===== config.mk =====
export PLATFORM = sky130hd
export DESIGN_NAME = window_scan
export DESIGN_NICKNAME = d
export VERILOG_FILES = /design/src/rtl/image_read_pkg.sv /design/src/rtl/window_scan.sv
export SDC_FILE = /design/constraint.sdc
export NUM_CORES = 1
export LEC_CHECK = 0
export ABC_AREA = 0
export BUFFER_PORTS_ARGS = -buffer_cell sky130_fd_sc_hd__buf_2
export CAP_MARGIN = 10
export CORE_MARGIN = 2
export CORE_UTILIZATION = 45
export DETAILED_ROUTE_END_ITERATION = 10
export GPL_TIMING_DRIVEN = 0
export PLACE_DENSITY_LB_ADDON = 0.25
export SETUP_SLACK_MARGIN = 0.15
export SYNTH_ARGS = -nofsm -noshare
export SYNTH_HDL_FRONTEND = slang
export SYNTH_SLANG_ARGS = --single-unit

===== constraint.sdc =====
create_clock -name clk -period 4.88 [get_ports clk]
set_clock_uncertainty 0.15 [all_clocks]
set_input_delay 0.244 -clock clk [delete_from_list [all_inputs] [get_ports clk]]
set_output_delay 0.244 -clock clk [all_outputs]
set_load 0.02 [all_outputs]

===== src/rtl/image_read_pkg.sv =====
/*
 * image read package
 * config bus widths and register map, the config word layouts
 * and the default pixel word shape
 */
package image_read_pkg;

    localparam int CFG_DWIDTH = 32;
    localparam int CFG_AWIDTH = 5;

    // config register map
    localparam logic [CFG_AWIDTH-1:0] cfg_ir_img_w  = 5'd0;  // image width - 1
    localparam logic [CFG_AWIDTH-1:0] cfg_ir_img_dh = 5'd1;  // depth - 1, height - 1
    localparam logic [CFG_AWIDTH-1:0] cfg_ir_pad    = 5'd2;  // l, r, t, b paddings
    localparam logic [CFG_AWIDTH-1:0] cfg_ir_conv   = 5'd3;  // maxp side, conv side, step

    // default pixel word shape, overridden from the top level
    localparam int DEF_GROUP_NB  = 4;   // pixels per memory word
    localparam int DEF_IMG_WIDTH = 16;  // bits per pixel

    typedef logic [15:0] coord_t;  // area coordinate

    // one config word, read per register address
    typedef union packed {
        struct packed {
            logic [15:0] d;  // depth - 1
            logic [15:0] h;  // height - 1
        } dh;
        struct packed {
            logic [7:0] l;
            logic [7:0] r;
            logic [7:0] t;
            logic [7:0] b;
        } pad;
        struct packed {
            logic [7:0]  maxp_side;  // extra launch area for a following maxpool
            logic [7:0]  conv_side;  // side - 1
            logic [15:0] conv_step;  // step - 1
        } conv;
    } cfg_word_u;

endpackage


===== src/rtl/window_scan.sv =====
/*
 * window scanner
 * walks every conv window over the padded area, then depth and kernel
 * pixels, and issues one area coordinate per cycle while room allows
 */
`timescale 1ns/1ps

module window_scan (
    input  logic                   clk,
    input  logic                   rst_n,
    input  logic                   go,
    input  logic                   room,
    input  image_read_pkg::coord_t area_w_max,
    input  image_read_pkg::coord_t area_h_max,
    input  image_read_pkg::coord_t img_d,
    input  image_read_pkg::coord_t conv_side,
    input  image_read_pkg::coord_t conv_step,
    output logic                   px_val,
    output image_read_pkg::coord_t px_x,
    output image_read_pkg::coord_t px_y,
    output image_read_pkg::coord_t px_d,
    output logic                   px_last
);
    import image_read_pkg::*;

    logic   active;                  // pass in progress
    logic   issue;
    coord_t win_x, win_y;            // window start in the area
    coord_t dep;
    coord_t ker_x, ker_y;            // kernel offset
    logic [16:0] win_x_nxt, win_y_nxt;
    logic   kx_end, ky_end, d_end, wx_end, wy_end;
    logic   pass_end;

    assign issue     = active & room;
    assign win_x_nxt = {1'b0, win_x} + {1'b0, conv_step};
    assign win_y_nxt = {1'b0, win_y} + {1'b0, conv_step};

    assign kx_end   = (ker_x == conv_side - 16'd1);
    assign ky_end   = (ker_y == conv_side - 16'd1);
    assign d_end    = (dep == img_d - 16'd1);
    assign wx_end   = (win_x_nxt > {1'b0, area_w_max});  // next step would not fit
    assign wy_end   = (win_y_nxt > {1'b0, area_h_max});
    assign pass_end = kx_end & ky_end & d_end & wx_end & wy_end;

    always_ff @(posedge clk or negedge rst_n) begin
        if (!rst_n) begin
            active <= 1'b0;
            px_val <= 1'b0;
            win_x  <= '0;
            win_y  <= '0;
            dep    <= '0;
            ker_x  <= '0;
            ker_y  <= '0;
        end else begin
            px_val <= issue;
            if (go) begin
                active <= 1'b1;
                win_x  <= '0;
                win_y  <= '0;
                dep    <= '0;
                ker_x  <= '0;
                ker_y  <= '0;
            end else if (issue) begin
                if (pass_end)
                    active <= 1'b0;
                // innermost is the kernel column
                if (!kx_end) begin
                    ker_x <= ker_x + 16'd1;
                end else begin
                    ker_x <= '0;
                    if (!ky_end) begin
                        ker_y <= ker_y + 16'd1;
                    end else begin
                        ker_y <= '0;
                        if (!d_end) begin
                            dep <= dep + 16'd1;
                        end else begin
                            dep <= '0;
                            if (!wx_end) begin
                                win_x <= win_x_nxt[15:0];
                            end else begin
                                win_x <= '0;
                                win_y <= win_y_nxt[15:0];  // wraps past the end, unused
                            end
                        end
                    end
                end
            end
        end
    end

    // coordinate of the issued pixel
    always_ff @(posedge clk) begin
        if (issue) begin
            px_x    <= win_x + ker_x;
            px_y    <= win_y + ker_y;
            px_d    <= dep;
            px_last <= pass_end;
        end
    end

endmodule


==> run summary <==
Outcome: complete, no violations
Placed insts: 1674
Synth Flop Type: dfrtp_1
Area of the multi-input gates: 7157 sq um
CP max stage delay: 0.43 ns
Setup slack after layout: 0.2663 ns
Largest cells by area after synthesis: dfrtp_1 (19%), edfxtp_1 (13%), ha_1 (11%)
Post-Layout Cell Count: 1717
Starting Density: 45.40%
Synth Area per Inst: 8.963 sq um
Sequential share of the synthesized area: 32.19%
Tot GR Track Use: 24.69%
First DRT Iteration DRCs: 723
Cell variety after synth: 84
Vias/cell: 5.962
Peak Freq: 0.2167 GHz
Buffers on Ports: 127
Most used cell, CP: a221oi_4
YS warnings: 0
Most common cell after layout, fill and taps aside: buf_2
Post-route minimum period: 4.614 ns
CP Cell Sequence: ha_2 -> and3_1 -> a221oi_4 -> a2bb2oi_2 -> and2_1 -> o21ai_0 -> a221oi_2 -> ha_1 -> nand2_1 -> o211ai_1 -> a221oi_4 -> o21ai_2 -> a21oi_2 -> o221ai_4 -> nor4_4 -> buf_6 -> a22o_1
Synthesized flop and latch total: 131
Post-synthesis net count: 1408
Post-route core utilization: 53.72%
Hold Vio Cnt, Final: 0
R2r setup slk: 0.27 ns
RSZ-0062 raised after global routing: no
Cell family with most CP delay: compound AO/OA/AOI/OAI gates
Number of flops mapped to enable cells by yosys: 49
CTS buffer count: 17
WP buf/inv: 1
Cell-internal power: 0.002090 W
Average wire per standard cell: 18.74 um
Max rail drop VDD: 234.3 uV
Mapped Area: 10940 sq um
CTS tree: done
Combinational group share of total power: 14.4%
Synth area leader: dfrtp_1
Die ar.: 25580 sq um
Row Count: 57
Layout cells sized above 1: 16.16%
Crit path depth: 17
Sequential share of power: 40.6%
Clk sinks: 131
Clock slew at reported path FFs: 0.06 ns
Final wirelength: 32180 um
Sequential standard cell area: 3525 sq um
Arr. time, crit path: 4.82 ns
Die X: 160.0 um
Final period utilization: 94.54%
Switch share: 27.87%
Hpwl dp: 24800 um
FILL cells: 2260
Slew HR: 22.43%
# DRC: 0
# setup viols final: 0
Via count: 10240
Fin. max-slew vios: 0
GRT overflow: 0
Worst-Skew Late Latency: 0.42 ns
Vias in the first global route: 9465
Pwr/cell area: 223.7 nW/um^2
R2R depth: 17
Critical path peak fanout: 10
DP Worst Slack: -1.144 ns
CP Capture Type: flop
Ports: 134
Worst setup SP type: flop
Core Box Area: 24110 sq um
WP data required: 5.09 ns
GP Congestion: 0.8978
H-tree depth: 4
Area Growth Syn to Fin: 18.33%
Root Buffer: clkbuf_16
Commonest cells after routing, fill and taps aside: buf_2 (130), ha_1 (96), dfrtp_1 (81), nor2_1 (79), a21oi_1 (76)
Crit-path slowest cell: dfrtp_1
Clock buffer depth: 2
Clk pwr share: 45.0%
Synth top area share: 18.75%
Synth Instances: 1221
Critical path type: flop to flop
Min Hold Slack: 0.08089 ns
NumNets Final: 1566
Largest net degree at the start of global routing: 69
Max-Cap Viols: 0
Hold Path Class: input pin to asynchronous set/reset pin
Antenna viol nets, final: 0
Final Power: 0.002897 W
P_leak: 5.725 nW
First-pass GRT wire length: 50400 um
Synth async-reset ratio: 62.60%
Actual slew at the worst max-slew pin: 1.148 ns
Initial antenna violation count: 1
Net Switching: 0.0008074 W
Die Y: 160.0 um
TritonRoute pass-1 iters: 5
==> synthesized netlist by cell type, types with 19 or more instances <==
library cell / count
nand4_1: 28
ha_1: 99
nor3_1: 30
a22o_1: 31
inv_1: 74
a21o_1: 19
xor2_1: 25
o21ai_0: 39
nand3_1: 47
a21oi_1: 78
nor2b_1: 22
a31oi_1: 32
nor2_1: 79
xnor2_1: 68
edfxtp_1: 49
nand2_1: 69
dfrtp_1: 82
and3_1: 22
clkbuf_1: 37
nand2b_1: 26
==> routing by layer <==
layer / vias to the layer above / GRT usage, % / part of all wire, %
li1: 4963 / - / -
met1: 4864 / 35.11 / 46
met2: 363 / 39.28 / 45
met3: 46 / 3.506 / 6.2
met4: 0 / 7.166 / 2.2
met5: - / 0 / 0
==> logic make-up (layout without fill, tap and decap cells) <==
logic type,after synthesis,in the layout,share of synthesized area (%)
flops,131,131,32.19
buf+inv,121,292,4.264
xor+xnor,95,95,7.854
simple gates,430,430,21.73
other cells,0,1,0
mux,7,7,0.6517
fa+ha+maj,103,103,12.05
compound gates,334,334,21.25
==> final timing paths <==
path	start	end
max	win_x[4]	win_x[9]
min	rst_n	dep[4]
max reg2reg	win_x[4]	win_x[9]
min reg2reg	dep[10]	px_d[10]
max in group asynchronous	rst_n	win_x[1]
min in group clk	room	active
==> metrics by stage <==
step / area [sq um] / setup TNS, ns
3_3_place_gp: 11990 / -25.92
2_1_floorplan: 10940 / 0
3_5_place_dp: 12040 / -28.41
5_1_grt: 12950 / 0
4_1_cts: 12770 / 0
6_report: 12950 / 0
==> sequential cells by signal (all words and copies together), names as in the netlist <==
register and flops:
px_x 16, px_d 16, ker_y 16, win_x 16, px_val 1, ker_x 16
px_y 16, px_last 1, win_y 16, active 1, dep 16
==> timing repair <==
| action | in CTS | in global routing |
|---|---|---|
| hold buffers | 1 | 0 |
| resized for setup | 19 | 30 |
| pin swaps | 6 | 13 |
| buffers inserted | 5 | 3 |
| gates cloned | 0 | 1 |
| setup endpoints to repair | 41 | 52 |
| hold endpoints to repair | 82 | 0 |
==> power by group through the flow <==
stage | clock network, W | registers [W] | logic, W
floorplan | 0 | 0.00122 | 0.000213
global placement | 0 | 0.00120 | 0.000377
detailed placement | 0 | 0.00120 | 0.000387
CTS | 0.00132 | 0.00118 | 0.000400
global route | 0.00136 | 0.00118 | 0.000459
finish | 0.00130 | 0.00118 | 0.000418
==> final cells by class <==
class                   instances  area share [%]
flip-flops and latches        131           27.22
clock buffers                  20           3.700
plain buffers                  46           1.575
diodes                          1         0.01932
repair buffers                139           6.019
well taps                     324           3.130
inverters                      75           2.174
clock inverters                12          0.8986
multi-input cells             969           55.27
(Power assumes the default switching activity.)
