==> src/rtl/image_read_pkg.sv <==
/*
 * image read package
 * config bus widths and register map, the config word layouts
 * and the default pixel word shape
 */
package image_read_pkg;

    localparam int CFG_DWIDTH = 32;
    localparam int CFG_AWIDTH = 5;

    // config register map
    localparam logic [CFG_AWIDTH-1:0] cfg_ir_img_w  = 5'd0;  // image width - 1
    localparam logic [CFG_AWIDTH-1:0] cfg_ir_img_dh = 5'd1;  // depth - 1, height - 1
    localparam logic [CFG_AWIDTH-1:0] cfg_ir_pad    = 5'd2;  // l, r, t, b paddings
    localparam logic [CFG_AWIDTH-1:0] cfg_ir_conv   = 5'd3;  // maxp side, conv side, step

    // default pixel word shape, overridden from the top level
    localparam int DEF_GROUP_NB  = 4;   // pixels per memory word
    localparam int DEF_IMG_WIDTH = 16;  // bits per pixel

    typedef logic [15:0] coord_t;  // area coordinate

    // one config word, read per register address
    typedef union packed {
        struct packed {
            logic [15:0] d;  // depth - 1
            logic [15:0] h;  // height - 1
        } dh;
        struct packed {
            logic [7:0] l;
            logic [7:0] r;
            logic [7:0] t;
            logic [7:0] b;
        } pad;
        struct packed {
            logic [7:0]  maxp_side;  // extra launch area for a following maxpool
            logic [7:0]  conv_side;  // side - 1
            logic [15:0] conv_step;  // step - 1
        } conv;
    } cfg_word_u;

endpackage

==> src/rtl/image_geometry.sv <==
/*
 * image geometry
 * holds the segment config registers, loads them on next and derives
 * the padded area, the image edges and the last launch position
 */
`timescale 1ns/1ps

module image_geometry (
    input  logic                                 clk,
    input  logic                                 rst_n,
    input  logic                                 cfg_valid,
    input  logic [image_read_pkg::CFG_AWIDTH-1:0] cfg_addr,
    input  logic [image_read_pkg::CFG_DWIDTH-1:0] cfg_data,
    input  logic                                 next,
    input  logic                                 busy,
    output logic                                 go,
    output image_read_pkg::coord_t               img_w,
    output image_read_pkg::coord_t               img_h,
    output image_read_pkg::coord_t               img_d,
    output image_read_pkg::coord_t               conv_side,
    output image_read_pkg::coord_t               conv_step,
    output image_read_pkg::coord_t               edge_l,
    output image_read_pkg::coord_t               edge_t,
    output image_read_pkg::coord_t               edge_r,
    output image_read_pkg::coord_t               edge_b,
    output image_read_pkg::coord_t               area_w_max,
    output image_read_pkg::coord_t               area_h_max
);
    import image_read_pkg::*;

    cfg_word_u cfg_w;                    // incoming word viewed per address
    coord_t cfg_img_w;                   // image width - 1
    cfg_word_u cfg_dh, cfg_pad, cfg_conv;
    logic   next_ok;                     // next accepted only when idle
    logic   next_1p, next_2p;
    coord_t pad_l, pad_r, pad_t, pad_b;
    coord_t maxp_side;
    coord_t area_w, area_h;              // image plus padding

    assign cfg_w   = cfg_data;
    assign next_ok = next & ~busy;

    // config registers with one field layout per address
    always_ff @(posedge clk) begin
        if (cfg_valid) begin
            case (cfg_addr)
                cfg_ir_img_w:  cfg_img_w <= cfg_data[15:0];
                cfg_ir_img_dh: cfg_dh    <= cfg_w;
                cfg_ir_pad:    cfg_pad   <= cfg_w;
                cfg_ir_conv:   cfg_conv  <= cfg_w;
                default: ;
            endcase
        end
    end

    always_ff @(posedge clk or negedge rst_n) begin
        if (!rst_n) begin
            next_1p <= 1'b0;
            next_2p <= 1'b0;
            go      <= 1'b0;
        end else begin
            next_1p <= next_ok;
            next_2p <= next_1p;
            go      <= next_2p;  // constraints settled
        end
    end

    // stage 1 latches the config and adds 1 to zero indexed values
    always_ff @(posedge clk) begin
        if (next_ok) begin
            img_w     <= cfg_img_w + 16'd1;
            img_h     <= cfg_dh.dh.h + 16'd1;
            img_d     <= cfg_dh.dh.d + 16'd1;
            pad_l     <= {8'd0, cfg_pad.pad.l};
            pad_r     <= {8'd0, cfg_pad.pad.r};
            pad_t     <= {8'd0, cfg_pad.pad.t};
            pad_b     <= {8'd0, cfg_pad.pad.b};
            maxp_side <= {8'd0, cfg_conv.conv.maxp_side};
            conv_side <= {8'd0, cfg_conv.conv.conv_side} + 16'd1;  // 0 is a 1x1 conv
            conv_step <= cfg_conv.conv.conv_step + 16'd1;         // 0 is a 1 pixel step
        end
    end

    // stage 2 derives the padded area and the image edges
    always_ff @(posedge clk) begin
        area_w <= pad_l + img_w + pad_r;
        area_h <= pad_t + img_h + pad_b;
        edge_l <= pad_l;
        edge_t <= pad_t;
        edge_r <= pad_l + img_w - 16'd1;  // last image column in the area
        edge_b <= pad_t + img_h - 16'd1;
    end

    // stage 3 finds the last position a full conv plus maxpool launches from
    always_ff @(posedge clk) begin
        area_w_max <= area_w - 16'(maxp_side * conv_step) - conv_side;
        area_h_max <= area_h - 16'(maxp_side * conv_step) - conv_side;
    end

endmodule

==> config.mk <==
export PLATFORM = sky130hd
export DESIGN_NAME = image_geometry
export DESIGN_NICKNAME = d
export VERILOG_FILES = /design/src/rtl/image_read_pkg.sv /design/src/rtl/image_geometry.sv
export SDC_FILE = /design/constraint.sdc
export NUM_CORES = 1
export LEC_CHECK = 0
export ABC_AREA = 1
export BUFFER_PORTS_ARGS = -buffer_cell sky130_fd_sc_hd__buf_2
export CAP_MARGIN = 20
export CORE_ASPECT_RATIO = 1.4
export CORE_UTILIZATION = 50
export CTS_BUF_LIST = sky130_fd_sc_hd__clkbuf_2
export DETAILED_ROUTE_END_ITERATION = 6
export PLACE_DENSITY = 0.7
export SLEW_MARGIN = 25
export SYNTH_ARGS = -nofsm -noshare
export SYNTH_HDL_FRONTEND = slang
export SYNTH_SLANG_ARGS = --single-unit
==> constraint.sdc <==
create_clock -name clk -period 8.4 [get_ports clk]
set_clock_uncertainty 0.05 [all_clocks]
set_input_delay 0.42 -clock clk [delete_from_list [all_inputs] [get_ports clk]]
set_output_delay 0.42 -clock clk [all_outputs]
set_load 0.02 [all_outputs]
==> results of run 1 <==
-- routing by layer --
layer | GRT usage, % | part of all wire (%)
met1 | 27.7 | 40
met2 | 42.3 | 51
met3 | 3.70 | 4.6
met4 | 13.1 | 4.5
met5 | 0 | 0.024
-- cells in the final DEF (no fill, tap or decap), types with 9 or more instances in the layout --
| master | synthesis | routed |
|---|---|---|
| ha_1 | 108 | 108 |
| xor2_1 | 134 | 134 |
| nand4_1 | 19 | 19 |
| inv_1 | 379 | 379 |
| nor2_1 | 79 | 78 |
| a21oi_1 | 56 | 56 |
| buf_2 | 3 | 195 |
| nor3_2 | 11 | 15 |
| edfxtp_1 | 225 | 225 |
| dfxtp_1 | 112 | 112 |
| nand2_1 | 369 | 369 |
| nand2_2 | 24 | 24 |
| inv_2 | 7 | 9 |
| conb_1 | 1 | 23 |
| clkinv_1 | 0 | 15 |
| fa_1 | 82 | 82 |
| dlygate4sd3_1 | 0 | 41 |
| o21ai_0 | 18 | 18 |
| nor3_1 | 22 | 18 |
| xnor2_1 | 26 | 26 |
| clkbuf_2 | 0 | 111 |
| nand3_1 | 107 | 107 |
-- critical path: cells and delay by family (launching register included) --
kind	cells	cell delay, ns
adders and majority gates	7	3.02
and+or+nand+nor	11	1.04
AOI/OAI and AO/OA	3	0.71
DFF	1	0.67
xor gates and xnor gates	2	0.40
buffers and inverters	5	0.39
-- path summary, 6_finish.rpt --
path / depth (start not counted) / from / slack [ns] / endpoint
max: 28 / maxp_side[2] / 2.01 / area_w_max[14]
min: 2 / cfg_data[28] / 0.15 / cfg_pad[28]
max reg2reg: 28 / maxp_side[2] / 2.01 / area_w_max[14]
min reg2reg: 0 / next_2p / 0.32 / go
max in group asynchronous: 3 / rst_n / 7.83 / go
min in group asynchronous: 3 / rst_n / 0.31 / next_2p
-- what timing repair did --
action	4_1_cts	5_1_grt
gates resized for setup	0	0
endpoints found under the hold margin	138	0
endpoints found under the setup margin	0	0
hold buffers	41	0
setup buffers	0	0
-- kinds of logic (layout without fill, tap and decap cells) --
logic type,count (synthesis),in the layout
other cells,1,24
xor+xnor,164,164
compound gates,101,101
buf+inv,428,767
simple gates,677,677
flops,340,340
fa+ha+maj,190,190
-- power breakdown --
group	total (mW)	switching [mW]	leakage, nW	internal, mW
sequential	1.95	0.0397	3.05	1.91
clock	1.07	0.644	0.557	0.422
combinational	1.62	1.02	6.87	0.606
-- cell type report --
type	count	area, um2
multi-input cells	1155	8280
well taps	473	592
clock buffers	111	556
clock inverters	29	180
inverters	386	1450
diodes	1	2.50
fillers	3300	15900
repair buffers	241	1420
flip-flops and latches	340	9070
-- state kept, by name, indices dropped and copies added (netlist names), 16 cells and up --
register and flops:
cfg_conv 32, cfg_dh 32, cfg_pad 32, area_h 16, area_h_max 16, area_w 16, area_w_max 16, cfg_img_w 16
conv_step 16, edge_b 16, edge_r 16, img_d 16, img_h 16, img_w 16
-- per-stage QoR --
| step | cell area, um2 | hold slack [ns] | setup slack, ns | total power [mW] |
|---|---|---|---|---|
| finish | 21600 | 0.150 | 2.01 | 4.64 |
| global route | 21600 | 0.0724 | 1.61 | 4.98 |
| CTS | 21600 | 0.0700 | 2.00 | 4.69 |
| detailed placement | 20400 | 0.169 | 2.09 | 3.61 |
| global placement | 20400 | 0.166 | 2.19 | 3.57 |
| floorplan | 19000 | 0.0744 | 2.51 | 3.19 |
==> impl_results.md, run 1 <==
- Status: finished with violations
- Violated checks: DRC
- Avg WL per Cell: 16.5 um
- RSZ-0062 raised after global routing: no
- Rel. slew slack: 40.3%
- CTS tree: built
- Vias in the first global route: 13300
- Total leakage power: 10.5 nW
- Critical-path top delay cell: edfxtp_1
- Routed via count: approximately 13000
- CP Launch Type: flop
- Remaining antenna violation count: 0
- Commonest cells post-synth: 379 x inv_1, 369 x nand2_1, 225 x edfxtp_1
- Initial antenna violation count: 3
- Fin crit period: 6.39 ns
- Core ar.: 37400 um2
- GR Overflow Total: 0
- Vias/cell: about 4.9
- Final period util: between 70% and 80%
- Max Transition Viols Final: 0
- WP data arrival: approximately 7.2 ns
- Avg Cell Area, Syn: 9.96 um2
- Setup violations, final: 0
- Setup crit end kind: flop
- Async SR Flop Fraction: 0.882%
- Layout Cells excl Fill: 2736
- Mapped Area: approximately 19000 um2
- Hold Vio Cnt, Final: 0
- Clock Tree Buf Depth: 3
- Most numerous cell in the Yosys netlist: inv_1
- Synth unique cells: 47
- Largest net degree at the start of global routing: a little over 70
- EDFF count, synth: roughly 230
- CP Class: flop to flop
- Chip width: 167 um
- Power per cell area: 215 nW/um2
- Multiplexer share of the synthesized area: 0%
- CTS Root Cell: clkbuf_2
- Die H: 232 um
- Post-synthesis compound-gate area fraction: 2.99%
- Die ar.: 38700 um2
- Req. time, crit path: 9.20 ns
- RePlAce Congestion: 0.918
- Fraction of layout cells with a size suffix above 1: between 10% and 20%
- Yosys Warn Count: 0
- Post-Place Cells: 2554
- Max Clk Rate: between 0.15 and 0.2 GHz
- Num CTS Buffers: 77
- Pre-Repair DR Iteration Count: 7
- I/O pins: 219
- Adder-cell area share of the yosys netlist: between 10% and 20%
- Commonest register cell after synthesis: edfxtp_1
- Max Cap Viol: 0
- Initial core utilization: 50.6%
- Mapped Cells: 1901
- CP peak stage delay: 0.67 ns
- Layout net count: 2433
- Number of clock sinks: 340
- Tot GR Track Use: 23.9%
- Post-synth top area share: 35.7%
- CP dominant cell by count: nand2_1
- Top cells by area, synth: edfxtp_1 36%, dfxtp_1 12%, fa_1 8.7%
- Main combinational cell family by area after synthesis: simple AND/OR/NAND/NOR gates
- Worst hold path type: primary input to flop
- Total wire length: 45.2 mm
- FP Rows: 84
- Clock transition at the registers of the reported paths: 0.12 ns
- Final Util: 57.6%
- First-pass GRT wire length: 69.4 mm
- Post-synth top area cell: edfxtp_1
- VDD IR-drop max: ~130 uV
- Clk_lat worst skew: around 0.94 ns
- H-tree Lvls: 3
- Setup TNS: 0 ns
- Remaining DRCs: 14
- Slew @ Worst Pin: 0.896 ns
- Synth Register Bits: 340
- Register area share after synthesis: 47.9%
- Dpl hpwl: roughly 35 mm
- Crit-path max FO: 14
- Area growth from synthesis to layout: 13.8%
- Initial DRC Count: approximately 720
- Simple-gate share of the synthesized area: about 17%
- XOR/XNOR Fraction of Synth Area: 7.80%
- IO Port Bufs: 195
Note: power is estimated with default switching activity, not from simulation.
==> inputs of run 2 (changes only) <==
--- a/config.mk
+++ b/config.mk
@@ -12,7 +12,7 @@
 export CORE_UTILIZATION = 50
 export CTS_BUF_LIST = sky130_fd_sc_hd__clkbuf_2
 export DETAILED_ROUTE_END_ITERATION = 6
-export PLACE_DENSITY = 0.7
+export PLACE_DENSITY = 0.73
 export SLEW_MARGIN = 25
 export SYNTH_ARGS = -nofsm -noshare
 export SYNTH_HDL_FRONTEND = slang
==> constraint.sdc (replaced) <==
create_clock -name clk -period 5.6 [get_ports clk]
set_clock_uncertainty 0.05 [all_clocks]
set_input_delay 0.28 -clock clk [delete_from_list [all_inputs] [get_ports clk]]
set_output_delay 0.28 -clock clk [all_outputs]
set_load 0.02 [all_outputs]
==> run 2 against run 1 <==
Sequential share of layout area down 3.6 points. Critical endpoint is now area_w_max[15]. Critical path type unchanged. Routed wire length up 6.6%. The flow finishes with violations (DRC, setup timing). Sequential cell count unchanged. Power up 82%. First-iteration DRC count up 17%. Sequential power up 50%. Register-to-register slack worse by 2.0 ns.
==> impl_results.md, run 2 (synthesis gave the netlist of run 1 again) <==
- Layout net count: 2581
- RSZ-0062 raised after global routing: yes
- Initial antenna violation count: 3
- Remaining DRCs: 9
- Setup crit end kind: flop
- Slew @ Worst Pin: between 0.6 and 0.7 ns
- CTS Root Cell: clkbuf_2
- Total leakage power: 11.3 nW
- Max Used Layer: met5
- Crit path buf inv count: 7
- Clock Tree Buf Depth: 3
- First-pass GRT wire length: 72.5 mm
- VDD IR-drop max: 178 uV
- Remaining antenna violation count: 0
- Die H: 232 um
- I/O pins: 219
- GR Overflow Total: 0
- Final Util: 63.0%
- Area growth from synthesis to layout: 24.5%
- Max Transition Viols Final: 0
- Area of the multi-input gates: approximately 9000 um2
- Total wire length: around 48 mm
- Setup TNS: -0.000601 ns
- RePlAce Congestion: 0.940
- Clk_lat worst skew: 0.98 ns
- Chip width: 167 um
- Largest net degree at the start of global routing: 53
- Initial core utilization: 50.6%
- Crit-path max FO: 4
- Worst hold path type: primary input to flop
- IO Port Bufs: ~200
- Routed via count: 14200
- Filler cell count: 3075
- CP Class: flop to flop
- H-tree Lvls: 3
- Max Clk Rate: approximately 0.18 GHz
- Violated checks: DRC, setup timing
- Max Cap Viol: 0
- Number of clock sinks: 340
- Vias/cell: 4.91
- Req. time, crit path: approximately 6.4 ns
- Fraction of layout cells with a size suffix above 1: approximately 28%
- Met2 Routed Length: 25.0 mm
- Avg WL per Cell: 16.7 um
- Most frequent cells in the layout: 344 x nand2_1, 343 x inv_1, 225 x edfxtp_1
- Power per cell area: 359 nW/um2
- Rel. slew slack: 54.8%
- Commonest non-fill, non-tap cell in the layout: nand2_1
- FF+latch area: 9070 um2
- Num CTS Buffers: 78
- Pre-Repair DR Iteration Count: 7
- Dpl hpwl: 37.0 mm
- Hold Vio Cnt, Final: 0
- Critical-path top delay cell: fa_1
- WP data arrival: 6.39 ns
- Clock transition at the registers of the reported paths: 0.11 ns
- Die ar.: 38700 um2
- DRT met1 WL: 19.0 mm
- Final period util: 100%
- Vias in the first global route: 14100
- Leading registers by flop count: cfg_conv x32, cfg_dh x32, cfg_pad x32
- Initial DRC Count: approximately 840
- CP Launch Type: flop
- Worst Slack Setup Final: -0.000601 ns
- Fin crit period: 5.60 ns
- Status: finished with violations
- CP peak stage delay: around 0.58 ns
- Core ar.: 37400 um2
- Met3 wire len: roughly 2.1 mm
- FP Rows: 84
- Pre-CTS setup slack: -0.464 ns
- Tot GR Track Use: 24.8%
- Top delay family on crit path: adder cells
- CTS tree: built
- Setup violations, final: 1
-- run 2: cell count changes in the layout (fill, tap and decap cells not counted), sizes merged, moves of 3 or more --
cell,delta
buf,+127
clkbuf,+8
clkinv,-8
bufinv,+3
dlygate4sd3,+20
-- run 2: routing by layer --
layer  up-vias  track usage (%)
li1       6936                -
met3       101             3.84
met4         2             13.5
met1      6713             27.9
met5         -                0
met2       410             45.2
-- run 2: layout make-up --
cell class,instances,area share [%]
timing repair buffer,388,11.2
clock inverter,22,0.945
inverter,386,6.18
sequential,340,38.5
clock buffer,119,2.53
antenna,2,0.0212
tap,473,2.51
multi-input combinational,1155,38.1
-- run 2: report_power, final --
group          internal (mW)  switching (mW)  leakage [nW]
sequential              2.87          0.0572          3.05
clock                  0.795           0.959         0.607
combinational           1.78            2.02          7.61
-- run 2: final timing paths --
| kind | startpoint | end | slack, ns | cells past startpoint |
|---|---|---|---|---|
| setup / recovery | maxp_side[4] | area_w_max[15] | -0.0006 | 27 |
| hold / removal | cfg_data[16] | cfg_pad[16] | 0.08 | 2 |
| setup reg to reg | maxp_side[4] | area_w_max[15] | -0.0006 | 27 |
| hold reg to reg | next_2p | go | 0.32 | 0 |
| max in group asynchronous | rst_n | next_2p | 5.18 | 3 |
| min in group asynchronous | rst_n | next_1p | 0.15 | 3 |
-- run 2: stage by stage --
stage / power, mW / hold WS (ns) / instances / cell area [um2]
2_1_floorplan: 4.83 / -0.0656 / 1923 / 19100
3_3_place_gp: 5.95 / 0.0257 / 2656 / 21200
3_5_place_dp: 6.01 / 0.0280 / 2656 / 21200
4_1_cts: 7.98 / 0.000805 / 2870 / 23000
5_1_grt: 8.98 / 0.0201 / 2885 / 23600
6_report: 8.47 / 0.0777 / 2885 / 23600
-- run 2: what timing repair did --
| item | CTS | global route |
|---|---|---|
| setup buffers | 12 | 15 |
| setup endpoints to repair | 14 | 14 |
| endpoints found under the hold margin | 278 | 0 |
| pin swaps | 27 | 97 |
| hold buffers | 61 | 0 |
| gates resized for setup | 57 | 117 |
-- run 2: worst reg2reg max path, delay by kind of cell, from the launching register on --
kind | cells | cell delay, ns
compound gates | 4 | 0.40
xor+xnor | 2 | 0.39
fa+ha+maj | 7 | 2.91
buf+inv | 7 | 0.55
flops | 1 | 0.48
simple gates | 7 | 0.71
