[src/rtl/image_read_pkg.sv]
/*
 * image read package
 * config bus widths and register map, the config word layouts
 * and the default pixel word shape
 */
package image_read_pkg;

    localparam int CFG_DWIDTH = 32;
    localparam int CFG_AWIDTH = 5;

    // config register map
    localparam logic [CFG_AWIDTH-1:0] cfg_ir_img_w  = 5'd0;  // image width - 1
    localparam logic [CFG_AWIDTH-1:0] cfg_ir_img_dh = 5'd1;  // depth - 1, height - 1
    localparam logic [CFG_AWIDTH-1:0] cfg_ir_pad    = 5'd2;  // l, r, t, b paddings
    localparam logic [CFG_AWIDTH-1:0] cfg_ir_conv   = 5'd3;  // maxp side, conv side, step

    // default pixel word shape, overridden from the top level
    localparam int DEF_GROUP_NB  = 4;   // pixels per memory word
    localparam int DEF_IMG_WIDTH = 16;  // bits per pixel

    typedef logic [15:0] coord_t;  // area coordinate

    // one config word, read per register address
    typedef union packed {
        struct packed {
            logic [15:0] d;  // depth - 1
            logic [15:0] h;  // height - 1
        } dh;
        struct packed {
            logic [7:0] l;
            logic [7:0] r;
            logic [7:0] t;
            logic [7:0] b;
        } pad;
        struct packed {
            logic [7:0]  maxp_side;  // extra launch area for a following maxpool
            logic [7:0]  conv_side;  // side - 1
            logic [15:0] conv_step;  // step - 1
        } conv;
    } cfg_word_u;

endpackage

[src/rtl/pad_fetch.sv]
/*
 * pad and fetch
 * reads image words for pixels inside the edges, inserts zero words for
 * padding and streams the results out of a small FIFO with val/rdy
 */
`timescale 1ns/1ps

module pad_fetch #(
    parameter int GROUP_NB   = 4,
    parameter int IMG_WIDTH  = 16,
    parameter int MEM_AWIDTH = 10,
    parameter int RD_LATENCY = 3,
    parameter int FIFO_DEPTH = 8
) (
    input  logic                            clk,
    input  logic                            rst_n,
    input  logic                            px_val,
    input  image_read_pkg::coord_t          px_x,
    input  image_read_pkg::coord_t          px_y,
    input  image_read_pkg::coord_t          px_d,
    input  logic                            px_last,
    input  image_read_pkg::coord_t          edge_l,
    input  image_read_pkg::coord_t          edge_t,
    input  image_read_pkg::coord_t          edge_r,
    input  image_read_pkg::coord_t          edge_b,
    input  image_read_pkg::coord_t          img_w,
    input  image_read_pkg::coord_t          img_h,
    input  logic [GROUP_NB*IMG_WIDTH-1:0]   rd_data,
    input  logic                            image_rdy,
    output logic                            room,
    output logic                            rd_val,
    output logic [MEM_AWIDTH-1:0]           rd_addr,
    output logic [GROUP_NB*IMG_WIDTH-1:0]   image_bus,
    output logic                            image_val,
    output logic                            image_last,
    output logic                            busy_done
);
    import image_read_pkg::*;

    localparam int DW = GROUP_NB * IMG_WIDTH;
    localparam int CW = $clog2(FIFO_DEPTH + 1);
    localparam int PW = $clog2(FIFO_DEPTH);

    logic          is_pad;
    logic [31:0]   addr_full;            // row-major index, depth planes stacked
    logic [RD_LATENCY:0] dl_val, dl_pad, dl_last;  // flags travel with the read
    logic          push, pop;
    logic [DW:0]   fifo_q [FIFO_DEPTH];  // {last, word}
    logic [PW-1:0] wr_ptr, rd_ptr;
    logic [CW-1:0] count;
    logic [7:0]    pending;              // FIFO words plus everything in flight

    assign is_pad = (px_x < edge_l) || (px_x > edge_r) || (px_y < edge_t) || (px_y > edge_b);
    assign addr_full = (32'(px_d) * 32'(img_h) + 32'(px_y - edge_t)) * 32'(img_w)
                     + 32'(px_x - edge_l);

    always_ff @(posedge clk or negedge rst_n) begin
        if (!rst_n) begin
            rd_val <= 1'b0;
            dl_val <= '0;
        end else begin
            rd_val <= px_val & ~is_pad;  // padding never touches memory
            dl_val <= {dl_val[RD_LATENCY-1:0], px_val};
        end
    end

    always_ff @(posedge clk) begin
        rd_addr <= addr_full[MEM_AWIDTH-1:0];
        dl_pad  <= {dl_pad[RD_LATENCY-1:0], is_pad};
        dl_last <= {dl_last[RD_LATENCY-1:0], px_last};
    end

    // credit back to the scanner, counts the pixel just issued too
    always_comb begin
        pending = 8'(count) + 8'(px_val);
        for (int i = 0; i <= RD_LATENCY; i++)
            pending = pending + 8'(dl_val[i]);
        room = pending < 8'(FIFO_DEPTH - 1);
    end

    assign push = dl_val[RD_LATENCY];  // lines up with rd_data
    assign pop  = image_val & image_rdy;

    always_ff @(posedge clk) begin
        if (push)
            fifo_q[wr_ptr] <= {dl_last[RD_LATENCY], dl_pad[RD_LATENCY] ? '0 : rd_data};
    end

    always_ff @(posedge clk or negedge rst_n) begin
        if (!rst_n) begin
            wr_ptr <= '0;
            rd_ptr <= '0;
            count  <= '0;
        end else begin
            if (push)
                wr_ptr <= (wr_ptr == PW'(FIFO_DEPTH - 1)) ? '0 : wr_ptr + 1'b1;
            if (pop)
                rd_ptr <= (rd_ptr == PW'(FIFO_DEPTH - 1)) ? '0 : rd_ptr + 1'b1;
            count <= count + CW'(push) - CW'(pop);
        end
    end

    // head of FIFO drives the bus, it only moves on a transfer
    assign image_val  = (count != '0);
    assign image_bus  = fifo_q[rd_ptr][DW-1:0];
    assign image_last = fifo_q[rd_ptr][DW];
    assign busy_done  = pop & image_last;

endmodule

[config.mk]
export PLATFORM = sky130hd
export DESIGN_NAME = pad_fetch
export DESIGN_NICKNAME = d
export VERILOG_FILES = /design/src/rtl/image_read_pkg.sv /design/src/rtl/pad_fetch.sv
export SDC_FILE = /design/constraint.sdc
export NUM_CORES = 1
export LEC_CHECK = 0
export ABC_AREA = 1
export CAP_MARGIN = 20
export CORE_AREA = 4 4 230 232
export CTS_BUF_LIST = sky130_fd_sc_hd__clkbuf_16
export DETAILED_ROUTE_END_ITERATION = 8
export DIE_AREA = 0 0 234 236
export DONT_BUFFER_PORTS = 1
export GPL_ROUTABILITY_DRIVEN = 0
export PLACE_DENSITY_LB_ADDON = 0.05
export REMOVE_ABC_BUFFERS = 1
export SETUP_SLACK_MARGIN = 0.3
export SYNTH_ARGS = -nofsm -noshare
export SYNTH_HDL_FRONTEND = slang
export SYNTH_SLANG_ARGS = --single-unit
[constraint.sdc]
create_clock -name clk -period 3.8 [get_ports clk]
set_input_delay 0.57 -clock clk [delete_from_list [all_inputs] [get_ports clk]]
set_output_delay 0.57 -clock clk [all_outputs]
set_load 0.05 [all_outputs]
==> implementation parameters, run 1 <==
Parameter                              Value

Logic synthesis
  Instance count of the mapped netlist ... approximately 2,600
  Fraction of the yosys area taken by sequential cells ... 0.591
  Mean instance size in the synthesized netlist ... 10.6 µm²
  FFs w/ async S/R, synth ... 0.0271
  Post-synth EDFFs ... between 500 and 600
  Synth Flop Type ... sky130_fd_sc_hd__edfxtp_1
  Post-synthesis cell area ... about 28,000 µm²
  Warning count from the yosys run ... 0
  Number of distinct library cells after synthesis ... 47
  Flop and latch count out of synthesis ... about 550

Critical path
  Most prevalent standard cell on the critical path ... sky130_fd_sc_hd__buf_6
  Endpoint type of the worst setup path ... register
  Slowest cell on crit path ... sky130_fd_sc_hd__fa_1
  CP Class ... in -> reg
  Maximum fanout encountered on the critical timing path ... 4
  Register-to-register path setup slack ... 1.10 ns
  Required time at the endpoint of the critical path ... ~4.3 ns
  Launching element type of the critical path ... input port
  Worst endpoint data arrival time ... ~8 ns
  Largest stage delay on the critical path ... around 0.57 ns

Detailed routing
  Antenna-violating nets left ... 0
  Overall routed net length ... between 60,000 and 70,000 µm
  Number of DRC violations after detailed routing ... 0
  Wire length on met1 ... approximately 27,000 µm
  Routed wl met3 ... ~3700 µm
  Routed wire per std cell ... approximately 19 µm
  Total iterations of the first detailed-routing run ... 5
  Metal2 WL ... 34,100 µm
  Overall via count from detail_route ... between 15,000 and 20,000
  Vias per std cell ... roughly 5.5
  Top layer reached by signal wires ... met4
  DR iter-0 viols ... 1,174

STA
  Count of final setup violators ... 9
  Transition time of the tightest slew-check pin ... just over 1 ns
  Maximum clock frequency ... ~130 MHz
  Period utilization ... 1.99
  Final setup margin ... -3.76 ns
  Shortest clock period the worst path allows after layout ... ~7.6 ns
  Worst clock skew on the final layout ... between 0.03 and 0.04 ns
  Endpoints failing hold ... 0
  Final-layout worst hold slack ... ~0.12 ns
  RSZ-0062 raised after global routing ... true
  Slew Limit Fails ... 0
  Worst rel slew slack ... 0.310
  Final setup TNS ... -22.86 ns

Place
  Placed wire-length estimate after detailed placement ... a little over 40,000 µm
  Number of input and output port buffers inserted ... 0
  Dpl ws ... -4.87 ns

Cells and area
  Count of nets after finishing ... 3,180
  Most used cells in the layout excluding fill and tap cells ... sky130_fd_sc_hd__nor2_1, sky130_fd_sc_hd__edfxtp_1, sky130_fd_sc_hd__inv_1
  Diode count ... 0
  Core Util, Final ... 0.630
  Most common library cell in the layout ignoring fill and taps ... sky130_fd_sc_hd__nor2_1
  Layout overhead on the synthesized area ... 16.2%
  Fraction of layout cells with a size suffix above 1 ... 0.143

Run
  Max-capacitance violation count ... 0

Clocking
  Root Buffer Master ... sky130_fd_sc_hd__clkbuf_16
  Max H-tree Level ... 2
  Clk_lat worst skew ... 0.62 ns
  Clock-pin slew on the worst setup and hold paths ... roughly 0.07 ns
  Bufs on Longest Clock Path ... 3
  TritonCTS clock tree ... done
  Clock sink count ... about 550
  Total CTS buffers ... 55

Global route
  Number of antenna violations at the first check in global routing ... 0
  Pin count of the biggest net entering global routing ... 85
  All-Layer GR Usage ... 0.238
  Number of global-route vias before repair ... around 19,000
  First-pass GRT wire length ... slightly above 100,000 µm
  Remaining global-route overflow ... 0

Min path
  Hold crit path type ... in -> reg

Floorplanning
  Boundary pin count ... approximately 290
  Core area ... about 50,000 µm²
  Effective utilization at floorplan ... 0.543
  Die footprint ... ~55,000 µm²
  Number of placement rows ... 83
  Y dimension of the die ... 236 µm
  Die span in x ... roughly 230 µm

Run status
  Failing checks ... setup timing
  Status ... finished with violations
-- metal layers --
| layer | GRT usage | vias up |
|---|---|---|
| li1 | - | 9084 |
| met2 | 0.421 | 484 |
| met4 | 0.0605 | 0 |
| met5 | 0 | - |
| met1 | 0.308 | 9331 |
| met3 | 0.0380 | 105 |
-- what timing repair did --
action / CTS / global route
hold endpoints to repair: 17 / 0
resized for setup: 91 / 31
setup endpoints to repair: 12 / 39
setup buffers: 43 / 11
hold buffers: 3 / 0
pin swaps: 71 / 31
-- per-stage QoR --
step	cell area [µm²]	cells
2_1_floorplan	27100	2494
3_3_place_gp	29400	3321
3_5_place_dp	29400	3321
4_1_cts	31900	3469
5_1_grt	32100	3480
6_report	32100	3480
-- registers in the layout, summed over array words and instances (netlist names) --
| register | cells |
|---|---|
| fifo_q | 520 |
| rd_addr | 10 |
| dl_pad | 4 |
| wr_ptr | 3 |
| dl_last | 4 |
| count | 4 |
| rd_val | 1 |
| rd_ptr | 3 |
| dl_val | 4 |
-- final cells by class --
cell class,instances,area (µm²)
tap,680,851
clock buffer,55,1380
multi-input combinational,1581,9990
clock inverter,47,333
sequential,553,16400
timing repair buffer,204,1840
fill,4047,18800
inverter,360,1390
-- logic make-up after synthesis --
family          after synthesis  synth area share
xor+xnor                     22           0.00723
fa+ha+maj                   212             0.116
simple gates                880             0.126
buf+inv                     480            0.0680
compound gates              467            0.0923
flops                       553             0.591
-- worst paths after layout --
kind | from | to | depth (start not counted)
min in group asynchronous | rst_n | count[3] | 1
max | px_y[0] | rd_addr[9] | 42
min reg2reg | dl_last[0] | dl_last[1] | 0
max reg2reg | count[2] | count[1] | 11
min | edge_l[0] | rd_addr[0] | 1
max in group asynchronous | rst_n | rd_ptr[1] | 1
-- synthesized netlist by cell type (3+ instances only) --
master | count | area share
sky130_fd_sc_hd__nor2_1 | 544 | 0.074
sky130_fd_sc_hd__a21oi_1 | 41 | 0.0074
sky130_fd_sc_hd__buf_4 | 8 | 0.0022
sky130_fd_sc_hd__o22ai_1 | 67 | 0.015
sky130_fd_sc_hd__xnor2_1 | 12 | 0.0038
sky130_fd_sc_hd__nand4_1 | 11 | 0.0025
sky130_fd_sc_hd__o211ai_1 | 3 | 0.00081
sky130_fd_sc_hd__buf_1 | 11 | 0.0015
sky130_fd_sc_hd__o21a_1 | 5 | 0.0014
sky130_fd_sc_hd__clkbuf_1 | 67 | 0.0091
sky130_fd_sc_hd__ha_1 | 138 | 0.062
sky130_fd_sc_hd__xor2_1 | 9 | 0.0028
sky130_fd_sc_hd__nand3_1 | 44 | 0.0080
sky130_fd_sc_hd__dfrtp_1 | 15 | 0.014
sky130_fd_sc_hd__nand3b_1 | 4 | 0.0011
sky130_fd_sc_hd__inv_1 | 354 | 0.048
sky130_fd_sc_hd__edfxtp_1 | 520 | 0.56
sky130_fd_sc_hd__fa_1 | 74 | 0.054
sky130_fd_sc_hd__dfxtp_1 | 18 | 0.013
sky130_fd_sc_hd__or2_2 | 3 | 0.00068
sky130_fd_sc_hd__o21ai_0 | 268 | 0.048
sky130_fd_sc_hd__a31oi_1 | 66 | 0.015
sky130_fd_sc_hd__buf_2 | 33 | 0.0060
sky130_fd_sc_hd__nand2_2 | 9 | 0.0020
sky130_fd_sc_hd__o21ai_1 | 7 | 0.0013
sky130_fd_sc_hd__inv_2 | 4 | 0.00054
sky130_fd_sc_hd__nor3_1 | 5 | 0.00090
sky130_fd_sc_hd__nand2_1 | 250 | 0.034
-- worst max-delay path, delay by kind of cell --
kind / cells / cell delay [ns]
xor gates and xnor gates: 2 / 0.32
and+or+nand+nor: 6 / 0.40
adders and majority gates: 14 / 5.00
buffers and inverters: 19 / 1.59
AOI/OAI and AO/OA: 1 / 0.19
Power of run 1 is left out: the tool's default activity adds up to more than one toggle a clock period on the data nets, which glitch-free logic cannot reach.
==> inputs of run 2 (changes only) <==
--- a/config.mk
+++ b/config.mk
@@ -7,10 +7,10 @@
 export LEC_CHECK = 0
 export ABC_AREA = 1
 export CAP_MARGIN = 20
-export CORE_AREA = 4 4 230 232
+export CORE_AREA = 2 2 228 230
 export CTS_BUF_LIST = sky130_fd_sc_hd__clkbuf_16
 export DETAILED_ROUTE_END_ITERATION = 8
-export DIE_AREA = 0 0 234 236
+export DIE_AREA = 0 0 230 232
 export DONT_BUFFER_PORTS = 1
 export GPL_ROUTABILITY_DRIVEN = 0
 export PLACE_DENSITY_LB_ADDON = 0.05
==> run 2 against run 1 <==
The run still ends with setup timing left. Count of clock-buffer cells in the layout grew 2. Die area down 3.4%. Design area rose by 0.41%. Fmax up 0.55%. Worst hold slack better by 0.0081 ns. Via count increased by 1.2%. Global-route usage up 1.6 points. Core utilization increased by 0.39 points. Wire length grew 3.6%. Register-to-register slack better by 0.32 ns. Flip-flop and latch count is the same. Highest routed layer is now met5.
==> implementation parameters, run 2 (synthesis results as in run 1) <==
Parameter                              Value

STA
  Period utilization ... 1.98
  Shortest clock period the worst path allows after layout ... 7.52 ns
  Maximum clock frequency ... 133 MHz
  RSZ-0062 raised after global routing ... true
  Worst clock skew on the final layout ... roughly 0.034 ns
  Final setup TNS ... -20.26 ns
  Transition time of the tightest slew-check pin ... ~1.0 ns
  Worst rel slew slack ... 0.303
  Count of final setup violators ... 9
  Final setup margin ... -3.72 ns
  Endpoints failing hold ... 0
  Slew Limit Fails ... 0

Run status
  Failing checks ... setup timing
  Status ... finished with violations

Global route
  Number of antenna violations at the first check in global routing ... 2
  Pin count of the biggest net entering global routing ... roughly 160
  Number of global-route vias before repair ... 19,281
  Remaining global-route overflow ... 0
  All-Layer GR Usage ... 0.255
  First-pass GRT wire length ... between 100,000 and 150,000 µm

Detailed routing
  Overall routed net length ... between 60,000 and 70,000 µm
  Overall via count from detail_route ... roughly 19,000
  Antenna-violating nets left ... 0
  DR iter-0 viols ... ~1,400
  Total iterations of the first detailed-routing run ... 5
  Vias per std cell ... roughly 5.5
  Number of DRC violations after detailed routing ... 0
  Routed wire per std cell ... about 20 µm

Cells and area
  Registers with the highest flip-flop counts ... fifo_q x520, rd_addr x10
  Most used cells in the layout excluding fill and tap cells ... sky130_fd_sc_hd__nor2_1, sky130_fd_sc_hd__edfxtp_1, sky130_fd_sc_hd__inv_1
  Count of nets after finishing ... between 3,000 and 4,000
  Final Non-Filler Cells ... roughly 3,500
  Max FFs per register ... 520
  Most common library cell in the layout ignoring fill and taps ... sky130_fd_sc_hd__nor2_1
  Layout overhead on the synthesized area ... 16.6%
  Register name with the most flops ... fifo_q
  Final cell area excluding filler cells ... about 32,000 µm²
  Fraction of layout cells with a size suffix above 1 ... 0.139

Floorplanning
  Die footprint ... about 53,000 µm²
  Number of placement rows ... slightly above 80
  Y dimension of the die ... 232 µm
  Core area ... just over 50,000 µm²
  Boundary pin count ... 292
  Die span in x ... about 230 µm
  Effective utilization at floorplan ... 0.544

Critical path
  Required time at the endpoint of the critical path ... roughly 4.3 ns
  Maximum fanout encountered on the critical timing path ... 4
  Endpoint type of the worst setup path ... register
  Most prevalent standard cell on the critical path ... sky130_fd_sc_hd__fa_1
  Worst endpoint data arrival time ... 8.00 ns
  CP Class ... in -> reg
  Launching element type of the critical path ... input port
  Largest stage delay on the critical path ... around 0.52 ns
  Slowest cell on crit path ... sky130_fd_sc_hd__fa_1

Clocking
  Clk_lat worst skew ... 0.63 ns
  Clock sink count ... roughly 550
  Total CTS buffers ... 56
  Bufs on Longest Clock Path ... 3
  Max H-tree Level ... 2
  Root Buffer Master ... sky130_fd_sc_hd__clkbuf_16
  TritonCTS clock tree ... done
  Clock-pin slew on the worst setup and hold paths ... 0.06 ns

Place
  Number of cells after detailed placement ... between 3,000 and 4,000
  Placed wire-length estimate after detailed placement ... 40,900 µm
  Dpl ws ... -4.92 ns
  Placed Instance Area ... 29,400 µm²
  Number of input and output port buffers inserted ... 0

Min path
  Hold crit path type ... in -> reg

Run
  Max-capacitance violation count ... 0
## run 2: cell type report
class                           count  area (µm²)
Timing Repair Buffer              202        1860
Clock buffer                       57        1430
Sequential cell                   553       16400
Fill cell                        3990       18600
Tap cell                          680         851
Multi-Input combinational cell   1581        9990
Clock inverter                     43         389
Antenna cell                        1        2.50
Inverter                          360        1400
## run 2: final timing paths
kind,from,to,slack [ns],depth (start not counted)
worst max register to register,dl_val[3],fifo_q[3][35],1.42,3
worst max-delay path,px_y[0],rd_addr[9],-3.72,38
worst min-delay path,edge_l[0],rd_addr[0],0.12,1
worst min register to register,dl_pad[2],dl_pad[3],0.32,0
max in group asynchronous,rst_n,rd_ptr[0],2.82,1
min in group asynchronous,rst_n,count[1],0.46,1
## run 2: per-stage QoR
step / util / hold WS [ns]
after floorplan: - / 0.274
after global placement: 0.578 / 0.275
after detailed placement: 0.578 / 0.275
after CTS: 0.627 / 0.0949
after global routing: 0.634 / 0.101
final: 0.634 / 0.125
## run 2: repair_timing
item / 4_1_cts / 5_1_grt
pin swaps: 62 / 43
gates resized for setup: 81 / 50
endpoints found under the hold margin: 17 / 0
setup endpoints to repair: 34 / 40
gates cloned: 1 / 1
hold buffers: 3 / 0
buffers inserted: 35 / 8
## run 2: worst max-delay path: cells and delay by family
| family | cells | cell delay [ns] |
|---|---|---|
| compound gates | 4 | 0.65 |
| buf+inv | 11 | 0.54 |
| simple gates | 8 | 0.57 |
| fa+ha+maj | 13 | 5.31 |
| xor+xnor | 2 | 0.34 |
## run 2: routing by layer
| metal | vias to the layer above | global-route usage | share of wire | wire [µm] |
|---|---|---|---|---|
| met1 | 9474 | 0.328 | 0.42 | 28900 |
| met5 | - | 0 | 0.00014 | 10 |
| li1 | 9089 | - | - | - |
| met4 | 2 | 0.0754 | 0.026 | 1770 |
| met2 | 554 | 0.447 | 0.50 | 34400 |
| met3 | 120 | 0.0389 | 0.057 | 3970 |
Power of run 2 is left out for the same reason.
==> inputs of run 3 (changes only) <==
--- a/config.mk
+++ b/config.mk
@@ -7,10 +7,12 @@
 export LEC_CHECK = 0
 export ABC_AREA = 1
 export CAP_MARGIN = 20
-export CORE_AREA = 2 2 228 230
+export CELL_PAD_IN_SITES_DETAIL_PLACEMENT = 1
+export CELL_PAD_IN_SITES_GLOBAL_PLACEMENT = 2
+export CORE_AREA = 2 2 273 275
 export CTS_BUF_LIST = sky130_fd_sc_hd__clkbuf_16
 export DETAILED_ROUTE_END_ITERATION = 8
-export DIE_AREA = 0 0 230 232
+export DIE_AREA = 0 0 275 277
 export DONT_BUFFER_PORTS = 1
 export GPL_ROUTABILITY_DRIVEN = 0
 export PLACE_DENSITY_LB_ADDON = 0.05
==> run 3 against run 2 <==
The flow still finishes with violations (setup timing). Design area increased by 1.2%. Clock skew up 0.017 ns. Final cell count is 8.3% higher. Sequential share of layout area fell by 0.59 points. Largest cell class unchanged.
==> implementation parameters, run 3 (synthesis results as in run 1) <==
Parameter                              Value

Run status
  Status ... finished with violations
  Failing checks ... setup timing

Critical path
  Required time at the endpoint of the critical path ... 4.29 ns
  R2R depth ... 11
  CP Class ... in -> reg
  Worst R2R Start ... count[3]
  Endpoint type of the worst setup path ... register
  Register-to-register path setup slack ... 1.04 ns
  Crit path capture ... rd_addr[9]
  Maximum fanout encountered on the critical timing path ... 4
  Largest stage delay on the critical path ... about 0.52 ns
  Setup crit start ... px_y[0]
  Worst R2R End ... count[2]
  Most prevalent standard cell on the critical path ... sky130_fd_sc_hd__fa_1
  Slowest cell on crit path ... sky130_fd_sc_hd__fa_1
  Launching element type of the critical path ... input port
  Worst endpoint data arrival time ... ~8.0 ns

Global route
  First-pass GRT wire length ... roughly 120,000 µm
  Remaining global-route overflow ... 0
  Number of global-route vias before repair ... 20,446
  Number of antenna violations at the first check in global routing ... 2
  All-Layer GR Usage ... 0.207
  Pin count of the biggest net entering global routing ... 90

Floorplanning
  Effective utilization at floorplan ... 0.376
  Number of placement rows ... 100
  Die footprint ... roughly 76,000 µm²
  Core area ... around 74,000 µm²
  Die span in x ... around 280 µm
  Y dimension of the die ... between 200 and 300 µm
  Boundary pin count ... 292

STA
  Final setup margin ... -3.72 ns
  Slew Limit Fails ... 0
  Endpoints failing hold ... 0
  Final-layout worst hold slack ... around 0.080 ns
  RSZ-0062 raised after global routing ... true
  Worst clock skew on the final layout ... slightly above 0.05 ns
  Maximum clock frequency ... between 100 and 150 MHz
  Worst rel slew slack ... 0.451
  Count of final setup violators ... 9
  Shortest clock period the worst path allows after layout ... between 7 and 8 ns
  Final setup TNS ... -21.41 ns
  Period utilization ... 1.98
  Transition time of the tightest slew-check pin ... roughly 0.82 ns

Place
  Placed wire-length estimate after detailed placement ... 49,800 µm
  Number of input and output port buffers inserted ... 0

Clocking
  Clock-pin slew on the worst setup and hold paths ... roughly 0.070 ns
  Clock sink count ... 553
  Bufs on Longest Clock Path ... 3
  Clk_lat worst skew ... 0.63 ns
  TritonCTS clock tree ... done
  Root Buffer Master ... sky130_fd_sc_hd__clkbuf_16
  Max H-tree Level ... 2
  Total CTS buffers ... 60

Detailed routing
  Antenna-violating nets left ... 0
  Overall via count from detail_route ... 19,119
  Number of DRC violations after detailed routing ... 0
  DR iter-0 viols ... 802
  Vias per std cell ... between 5 and 6
  Overall routed net length ... 78,500 µm
  Total iterations of the first detailed-routing run ... 4
  Routed wire per std cell ... around 21 µm

Cells and area
  Max FFs per register ... 520
  Diode count ... 0
  Number of filler cells placed in the layout ... 8,005
  Register name with the most flops ... fifo_q
  Most used cells in the layout excluding fill and tap cells ... sky130_fd_sc_hd__nor2_1, sky130_fd_sc_hd__edfxtp_1, sky130_fd_sc_hd__inv_1
  Registers with the highest flip-flop counts ... fifo_q x520, rd_addr x10
  Fraction of layout cells with a size suffix above 1 ... 0.141
  Layout overhead on the synthesized area ... 18.0%
  Most common library cell in the layout ignoring fill and taps ... sky130_fd_sc_hd__nor2_1
  Core Util, Final ... 0.444
  Count of nets after finishing ... roughly 3,200

Min path
  Hold crit path type ... in -> reg

Run
  Max-capacitance violation count ... 0
[run 3: changes by cell type in the layout (fill, tap and decap cells not counted), sizes merged]
cell and delta:
inv +1, clkinvlp +1, diode -1, clkinv +6, bufbuf -1, clkbuf +2, buf -7
[run 3: worst max-delay path: cells and delay by family]
kind	cells	cell delay [ns]
simple gates	8	0.59
buf+inv	11	0.51
compound gates	4	0.69
xor+xnor	2	0.38
fa+ha+maj	13	5.23
[run 3: area by class of cell]
| class | count | area (µm²) | share of cell area |
|---|---|---|---|
| clock inverters | 51 | 409 | 0.0125 |
| flip-flops and latches | 553 | 16400 | 0.501 |
| repair buffers | 193 | 1810 | 0.0553 |
| multi-input cells | 1581 | 9970 | 0.305 |
| well taps | 969 | 1210 | 0.0371 |
| inverters | 360 | 1390 | 0.0425 |
| clock buffers | 60 | 1500 | 0.0460 |
[run 3: worst min path at each step]
stage                     startpoint    endpoint  slack [ns]  depth (start not counted)
after floorplan                rst_n    count[0]        0.27                          0
after global placement         rst_n    count[3]        0.27                          0
after detailed placement       rst_n    count[3]        0.27                          0
after CTS                  edge_l[0]  rd_addr[0]        0.04                          1
after global routing       edge_l[0]  rd_addr[0]        0.05                          1
final                      edge_l[0]  rd_addr[0]        0.08                          1
[run 3: stage by stage]
stage	instance area, µm²	std cells	worst slack, ns
global placement	29900	3629	-4.85
global route	32700	3767	-4.15
finish	32700	3767	-3.72
detailed placement	29900	3629	-4.94
floorplan	27100	2494	-5.20
CTS	32300	3751	-3.78
[run 3: repair_timing]
| action | in CTS | in global routing |
|---|---|---|
| gates resized for setup | 83 | 52 |
| buffers inserted | 8 | 16 |
| endpoints found under the hold margin | 17 | 0 |
| hold buffers | 3 | 0 |
| pin swaps | 56 | 57 |
| setup endpoints to repair | 10 | 25 |
[run 3: metal layers]
layer / track usage / share of wire
met5: 0 / 0.00017
met3: 0.0320 / 0.038
met4: 0.0493 / 0.022
met1: 0.269 / 0.44
met2: 0.360 / 0.50
Power of run 3 is left out for the same reason.
